==> config.mk <==
export PLATFORM = sky130hd
export DESIGN_NAME = ex_mem_wb_pipe
export DESIGN_NICKNAME = d
export VERILOG_FILES = /design/src/rtl/isa_pkg.sv /design/src/rtl/pipe_pkg.sv /design/src/rtl/ex_mem_wb_pipe.sv /design/src/rtl/memory_stage.sv /design/src/rtl/execute_memory_latch.sv /design/src/rtl/execute_stage.sv
export VERILOG_INCLUDE_DIRS = /design/src /design/src/rtl
export SDC_FILE = /design/constraint.sdc
export NUM_CORES = 2
export LEC_CHECK = 0
export ABC_CLOCK_PERIOD_IN_PS = 5700
export BUFFER_PORTS_ARGS = -buffer_cell sky130_fd_sc_hd__buf_2
export CAP_MARGIN = 20
export CELL_PAD_IN_SITES_DETAIL_PLACEMENT = 0
export CELL_PAD_IN_SITES_GLOBAL_PLACEMENT = 2
export CORE_UTILIZATION = 30
export DETAILED_ROUTE_END_ITERATION = 7
export HOLD_SLACK_MARGIN = 0.05
export PLACE_DENSITY_LB_ADDON = 0.2
export SYNTH_ARGS = -nofsm -noshare
export SYNTH_HDL_FRONTEND = slang
export SYNTH_HIERARCHICAL = 1
export SYNTH_SLANG_ARGS = --single-unit
==> constraint.sdc <==
create_clock -name clk -period 5.7 [get_ports clk]
set_clock_uncertainty 0.1 [all_clocks]
set_input_delay 0.285 -clock clk [delete_from_list [all_inputs] [get_ports clk]]
set_output_delay 0.285 -clock clk [all_outputs]
set_load 0.02 [all_outputs]
==> src/rtl/cpu_macros.svh <==
`ifndef CPU_MACROS_SVH
`define CPU_MACROS_SVH

// The data memory is indexed by word, so byte address bit 0 is not part of the index.
`define DMEM_ADDR_BITS 8
`define DMEM_DEPTH     (1 << `DMEM_ADDR_BITS)

// A bubble carries the NOP encoding.
`define BUBBLE_INSTR   16'b0000_1000_0000_0000

// Data fields of a bubble are filled with all ones so they stand out in waveforms.
`define BUBBLE_FILL    16'hffff

`endif
==> src/rtl/isa_pkg.sv <==
`default_nettype none

package isa_pkg;

    // Machine word and instruction word are both 16 bits wide in this ISA.
    typedef logic [15:0] word_t;
    typedef logic [15:0] instr_t;

    // Sixteen architectural registers.
    typedef logic [3:0]  reg_sel_t;

    // ALU operations as issued by decode.
    typedef enum logic [2:0] {
        ADD    = 3'd0,
        SUB    = 3'd1,
        AND    = 3'd2,
        OR     = 3'd3,
        XOR    = 3'd4,
        SLL    = 3'd5,
        SRL    = 3'd6,
        PASS_B = 3'd7
    } alu_op_e;

endpackage

`default_nettype wire

==> src/rtl/pipe_pkg.sv <==
`default_nettype none

package pipe_pkg;

    import isa_pkg::*;

    // Control bits produced by decode.
    typedef struct packed {
        logic    mem_read;
        logic    mem_write;
        logic    mem_to_reg;
        logic    reg_write;
        logic    link;
        logic    halt;
        logic    use_imm;
        alu_op_e alu_op;
    } ctrl_t;

    // One decoded instruction with its operands already resolved.
    typedef struct packed {
        logic     valid;
        word_t    pc;
        instr_t   instruction;
        word_t    read1_data;
        word_t    read2_data;
        word_t    imm_ext;
        reg_sel_t write_reg_sel;
        ctrl_t    ctrl;
    } decoded_t;

    // What execute hands to the memory stage.
    typedef struct packed {
        word_t    pc;
        instr_t   instruction;
        word_t    alu_out;
        word_t    read2_data;
        reg_sel_t write_reg_sel;
        logic     mem_read;
        logic     mem_write;
        logic     mem_to_reg;
        logic     reg_write;
        logic     link;
        logic     halt;
        logic     align_err;
    } em_bundle_t;

    // Writeback result leaving the pipeline.
    typedef struct packed {
        logic     reg_write;
        reg_sel_t write_reg_sel;
        word_t    write_data;
        logic     halt;
        logic     align_err;
        instr_t   instruction;
    } wb_bundle_t;

endpackage

`default_nettype wire

==> src/rtl/ex_mem_wb_pipe.sv <==
`timescale 1ns/1ns
`default_nettype none

module ex_mem_wb_pipe (
    input  logic                 clk,
    input  logic                 arst_n,
    input  pipe_pkg::decoded_t   dec_in,
    output pipe_pkg::wb_bundle_t wb_out
);

    import pipe_pkg::*;

    em_bundle_t ex_out;
    em_bundle_t em;
    logic       nop;

    // An empty slot from decode enters the pipeline as a bubble.
    assign nop = ~dec_in.valid;

    execute_stage execute_stage0 (
        .dec    (dec_in),
        .ex_out (ex_out)
    );

    execute_memory_latch execute_memory_latch0 (
        .clk    (clk),
        .arst_n (arst_n),
        .nop    (nop),
        .ex_in  (ex_out),
        .em     (em)
    );

    memory_stage memory_stage0 (
        .clk    (clk),
        .arst_n (arst_n),
        .em     (em),
        .wb_out (wb_out)
    );

endmodule

`default_nettype wire

==> src/rtl/memory_stage.sv <==
`timescale 1ns/1ns
`default_nettype none

`include "cpu_macros.svh"

module memory_stage (
    input  logic                 clk,
    input  logic                 arst_n,
    input  pipe_pkg::em_bundle_t em,
    output pipe_pkg::wb_bundle_t wb_out
);

    import isa_pkg::*;
    import pipe_pkg::*;

    localparam wb_bundle_t wb_bubble = '{
        reg_write:     1'b0,
        write_reg_sel: reg_sel_t'(`BUBBLE_FILL),
        write_data:    `BUBBLE_FILL,
        halt:          1'b0,
        align_err:     1'b0,
        instruction:   `BUBBLE_INSTR
    };

    word_t                      dmem [`DMEM_DEPTH];
    logic [`DMEM_ADDR_BITS-1:0] dmem_idx;
    word_t                      mem_rdata;
    word_t                      link_addr;
    word_t                      wb_data;
    logic                       wb_reg_write;
    wb_bundle_t                 wb_next;

    // Byte address bit 0 is dropped to form the word index.
    assign dmem_idx  = em.alu_out[`DMEM_ADDR_BITS:1];
    assign mem_rdata = dmem[dmem_idx];

    // Misaligned stores are dropped so memory keeps its old word.
    always_ff @(posedge clk) begin
        if (em.mem_write && !em.align_err) begin
            dmem[dmem_idx] <= em.read2_data;
        end
    end

    assign link_addr = em.pc + word_t'(2);

    always_comb begin
        if (em.link) begin
            wb_data = link_addr;
        end else if (em.mem_to_reg) begin
            wb_data = mem_rdata;
        end else begin
            wb_data = em.alu_out;
        end
    end

    // a misaligned load has no valid data to write back
    assign wb_reg_write = em.reg_write & ~(em.mem_read & em.align_err);

    always_comb begin
        wb_next.reg_write     = wb_reg_write;
        wb_next.write_reg_sel = em.write_reg_sel;
        wb_next.write_data    = wb_data;
        wb_next.halt          = em.halt;
        wb_next.align_err     = em.align_err;
        wb_next.instruction   = em.instruction;
    end

    always_ff @(posedge clk or negedge arst_n) begin
        if (!arst_n) begin
            wb_out <= wb_bubble;
        end else begin
            wb_out <= wb_next;
        end
    end

endmodule

`default_nettype wire

==> src/rtl/execute_memory_latch.sv <==
`timescale 1ns/1ns
`default_nettype none

`include "cpu_macros.svh"

module execute_memory_latch (
    input  logic                 clk,
    input  logic                 arst_n,
    input  logic                 nop,
    input  pipe_pkg::em_bundle_t ex_in,
    output pipe_pkg::em_bundle_t em
);

    import isa_pkg::*;
    import pipe_pkg::*;

    // A bubble does nothing downstream. All control bits are low.
    localparam em_bundle_t em_bubble = '{
        pc:            `BUBBLE_FILL,
        instruction:   `BUBBLE_INSTR,
        alu_out:       `BUBBLE_FILL,
        read2_data:    `BUBBLE_FILL,
        write_reg_sel: reg_sel_t'(`BUBBLE_FILL),
        mem_read:      1'b0,
        mem_write:     1'b0,
        mem_to_reg:    1'b0,
        reg_write:     1'b0,
        link:          1'b0,
        halt:          1'b0,
        align_err:     1'b0
    };

    em_bundle_t em_next;

    assign em_next = nop ? em_bubble : ex_in;

    always_ff @(posedge clk or negedge arst_n) begin
        if (!arst_n) begin
            em <= em_bubble;
        end else begin
            em <= em_next;
        end
    end

endmodule

`default_nettype wire

==> src/rtl/execute_stage.sv <==
`timescale 1ns/1ns
`default_nettype none

module execute_stage (
    input  pipe_pkg::decoded_t   dec,
    output pipe_pkg::em_bundle_t ex_out
);

    import isa_pkg::*;
    import pipe_pkg::*;

    word_t op_a;
    word_t op_b;
    word_t alu_res;
    logic  mem_access;

    assign op_a = dec.read1_data;

    // Immediate forms replace the second register operand.
    assign op_b = dec.ctrl.use_imm ? dec.imm_ext : dec.read2_data;

    always_comb begin
        case (dec.ctrl.alu_op)
            ADD:     alu_res = op_a + op_b;
            SUB:     alu_res = op_a - op_b;
            AND:     alu_res = op_a & op_b;
            OR:      alu_res = op_a | op_b;
            XOR:     alu_res = op_a ^ op_b;
            // Shift amount comes from the low four bits only.
            SLL:     alu_res = op_a << op_b[3:0];
            SRL:     alu_res = op_a >> op_b[3:0];
            PASS_B:  alu_res = op_b;
            default: alu_res = op_b;
        endcase
    end

    assign mem_access = dec.ctrl.mem_read | dec.ctrl.mem_write;

    always_comb begin
        ex_out.pc            = dec.pc;
        ex_out.instruction   = dec.instruction;
        ex_out.alu_out       = alu_res;
        ex_out.read2_data    = dec.read2_data;
        ex_out.write_reg_sel = dec.write_reg_sel;
        ex_out.mem_read      = dec.ctrl.mem_read;
        ex_out.mem_write     = dec.ctrl.mem_write;
        ex_out.mem_to_reg    = dec.ctrl.mem_to_reg;
        ex_out.reg_write     = dec.ctrl.reg_write;
        ex_out.link          = dec.ctrl.link;
        ex_out.halt          = dec.ctrl.halt;
        // Memory is word addressed, so an odd byte address cannot be served.
        ex_out.align_err     = mem_access & alu_res[0];
    end

endmodule

`default_nettype wire

==> run metrics <==
Crit Path Class=reg2reg; most frequent cell after synthesis=edfxtp_1; Residual DRC=0; leak pwr=approximately 66 nW; initial antenna violation count=38; routed vias=81800; global-route wire length before repair=712 mm; number of buffers created by CTS=between 400 and 500; Tcrit/Tclk final=between 90% and 100%; layout cell share with drive strength beyond 1=about 31%; PortBufs=around 140; Slew @ Worst Pin=between 1 and 1.5 ns; vias per inst=5.14; Post-DRT Antenna Nets=0; Final Hold Violating Endpoints=0; Pwr Density=358 nW/um^2; final worst slack=0.535 ns; Synth Register Bits=between 4000 and 5000; count of cell types in the netlist=between 70 and 80; Worst VDD drop=about 0.30 mV; nets@finish=8440; Placer Congestion=between 0.8 and 0.9; Final Slew Violations=0; clock buffer depth=4; synth top area cells=edfxtp_1, mux4_2, a22oi_1; Relative slew margins=9.45%; Pre-antenna DRT Iters=5; run status=finished, final reports clean; number of global-route vias before repair=84500; Fin Setup TNS=0 ns; critical path capture point type=register; die width=approximately 740 um; area leader, netlist=edfxtp_1; M1 GR Usage=25.6%; crit path DAT=6.02 ns; Synth Flop Type=edfxtp_1; Post-CTS Setup Bufs=0; max_cap viols=0; hold buffer count at cts=192; drt first-iter violations=8644; yosys warns=6; top cell type's share of synthesized area=approximately three quarters; row cnt=roughly 270; Routed Wire Length=517 mm; DR WL/cell=32.4 um; CTS tree=yes; largest net degree at the start of global routing=173; area of the multi-input gates=35800 um^2; Area after DPL=177000 um^2; Power Total=between 60 and 70 mW; gr usage total=18.5%; Post-synth EDFFs=between 4000 and 5000; Post-Syn Nets=between 7000 and 8000; register area=126000 um^2; Post-Syn Instances=approximately 7400; worst slack at placement=0.356 ns; top post-synthesis cells by count=edfxtp_1, mux4_2, a22oi_1; Post-CTS Resized=0; layer with the highest usage=met2; Mean Syn Cell Area=22.1 um^2; Overflow after GRT=0; Final setup viols=0; Die Y=741 um; # H-tree levels=5; Post-Syn Area=164000 um^2; post-route cell area=193000 um^2; M3 GR Usage=2.51%; Initial Util=30.1%; Min Clock Period, post-route=5.17 ns; fillers=50200; Worst Path Max Fanout=28; root buf cell=clkbuf_16; Setup crit start kind=register; clock sink count=4210; Worst Path Required=6.55 ns; fraction of registers with async set/reset=2.71%; Seq/Total Area, Yosys=76.9%; hold slack=0.116 ns; Clk pin slew, worst setup/hold paths=0.06 ns; RSZ-0062 raised after global routing=false; fmax=0.194 GHz; met2 Use GR=30.9%; HP Class=in2reg; # IOs=~140; die area=549000 um^2; HPWL Detailed=approximately 320 mm; CORE AREA=544000 um^2; worst skew pair latency=1.06 ns; Area Growth Syn to Fin=18.1%
-- metal layers --
layer,part of all wire (%),vias up,routed length [um]
li1,-,33200,-
met5,0.015,-,80
met4,2.3,12,11900
met3,5.2,551,27100
met2,49,2388,254000
met1,43,45700,224000
-- final timing paths --
path | depth (start not counted) | end | slack [ns] | startpoint
hold reg to reg | 0 | memory_stage0/wb_out[11] | 0.18 | execute_memory_latch0/em[54]
setup reg to reg | 10 | memory_stage0/wb_out[24] | 0.53 | execute_memory_latch0/em[28]
max in group asynchronous | 4 | execute_memory_latch0/em[2] | 3.83 | arst_n
hold / removal | 7 | execute_memory_latch0/em[35] | 0.12 | dec_in[22]
setup / recovery | 10 | memory_stage0/wb_out[24] | 0.53 | execute_memory_latch0/em[28]
min in group asynchronous | 3 | execute_memory_latch0/em[74] | 0.57 | arst_n
-- logic make-up after synthesis --
group	after synthesis	synth area share, %
buffers and inverters	539	1.67
DFF	4210	76.9
xor gates and xnor gates	32	0.171
AOI/OAI and AO/OA	791	3.31
adders and majority gates	51	0.394
muxes	1180	15.9
and+or+nand+nor	624	1.72
-- report_power, final --
group          internal [mW]  switching, mW  total, mW
Sequential              34.1          0.332       34.5
Clock                   16.3           12.3       28.6
Combinational           2.31           3.85       6.16
Total                   52.7           16.5       69.2
-- final cells by class --
cell class	count	share of cell area (%)
sequential	4210	65.2
clock buffer	590	6.25
tap	7234	4.68
antenna	27	0.0349
inverter	41	0.0796
timing repair buffer	908	4.14
clock inverter	243	1.15
multi-input combinational	2678	18.5
-- through the flow --
step,utilization (%),cells
5_1_grt,35.5,15900
6_report,35.5,15900
3_5_place_dp,32.5,14900
4_1_cts,35.5,15900
3_3_place_gp,32.5,14900
2_1_floorplan,-,7427
-- sequential cells by signal (all words and copies together) (netlist names) --
signal,flops
memory_stage0/dmem,4096
execute_memory_latch0/em,75
memory_stage0/wb_out,39
-- worst max-delay path, stage by stage, from the launching register on --
cell	delay, ns
dfstp_4	0.86
buf_16	0.31
buf_4	0.38
buf_4	0.37
mux4_2	0.58
a22oi_1	0.49
a21oi_1	0.16
o41ai_2	0.98
buf_4	0.29
a41oi_1	0.14
a211o_1	0.30
-- cells in the final DEF, fill, tap and decap left out, types with 9 or more instances in the layout --
master	instances
nor3_1	20
dlygate4sd3_1	192
diode_2	27
dfstp_2	53
nand2_2	16
nor2_2	127
clkbuf_16	460
or2_1	50
nand2_1	106
a211o_1	10
o41ai_1	18
o21ai_0	41
clkbuf_1	121
xnor2_1	29
dfrtp_1	40
buf_4	497
clkbuf_8	9
nor2b_1	32
a22oi_1	358
dfstp_4	21
clkinv_16	11
nor2_1	166
clkinv_1	119
nand3_1	24
nor2_4	9
buf_2	134
mux4_2	1121
clkinv_2	65
a21oi_1	226
inv_1	39
mux2i_1	43
a41oi_1	10
o41ai_2	26
ha_1	50
edfxtp_1	4096
buf_12	77
bufinv_16	31
No activity file was read; power rests on OpenSTA's default activity.
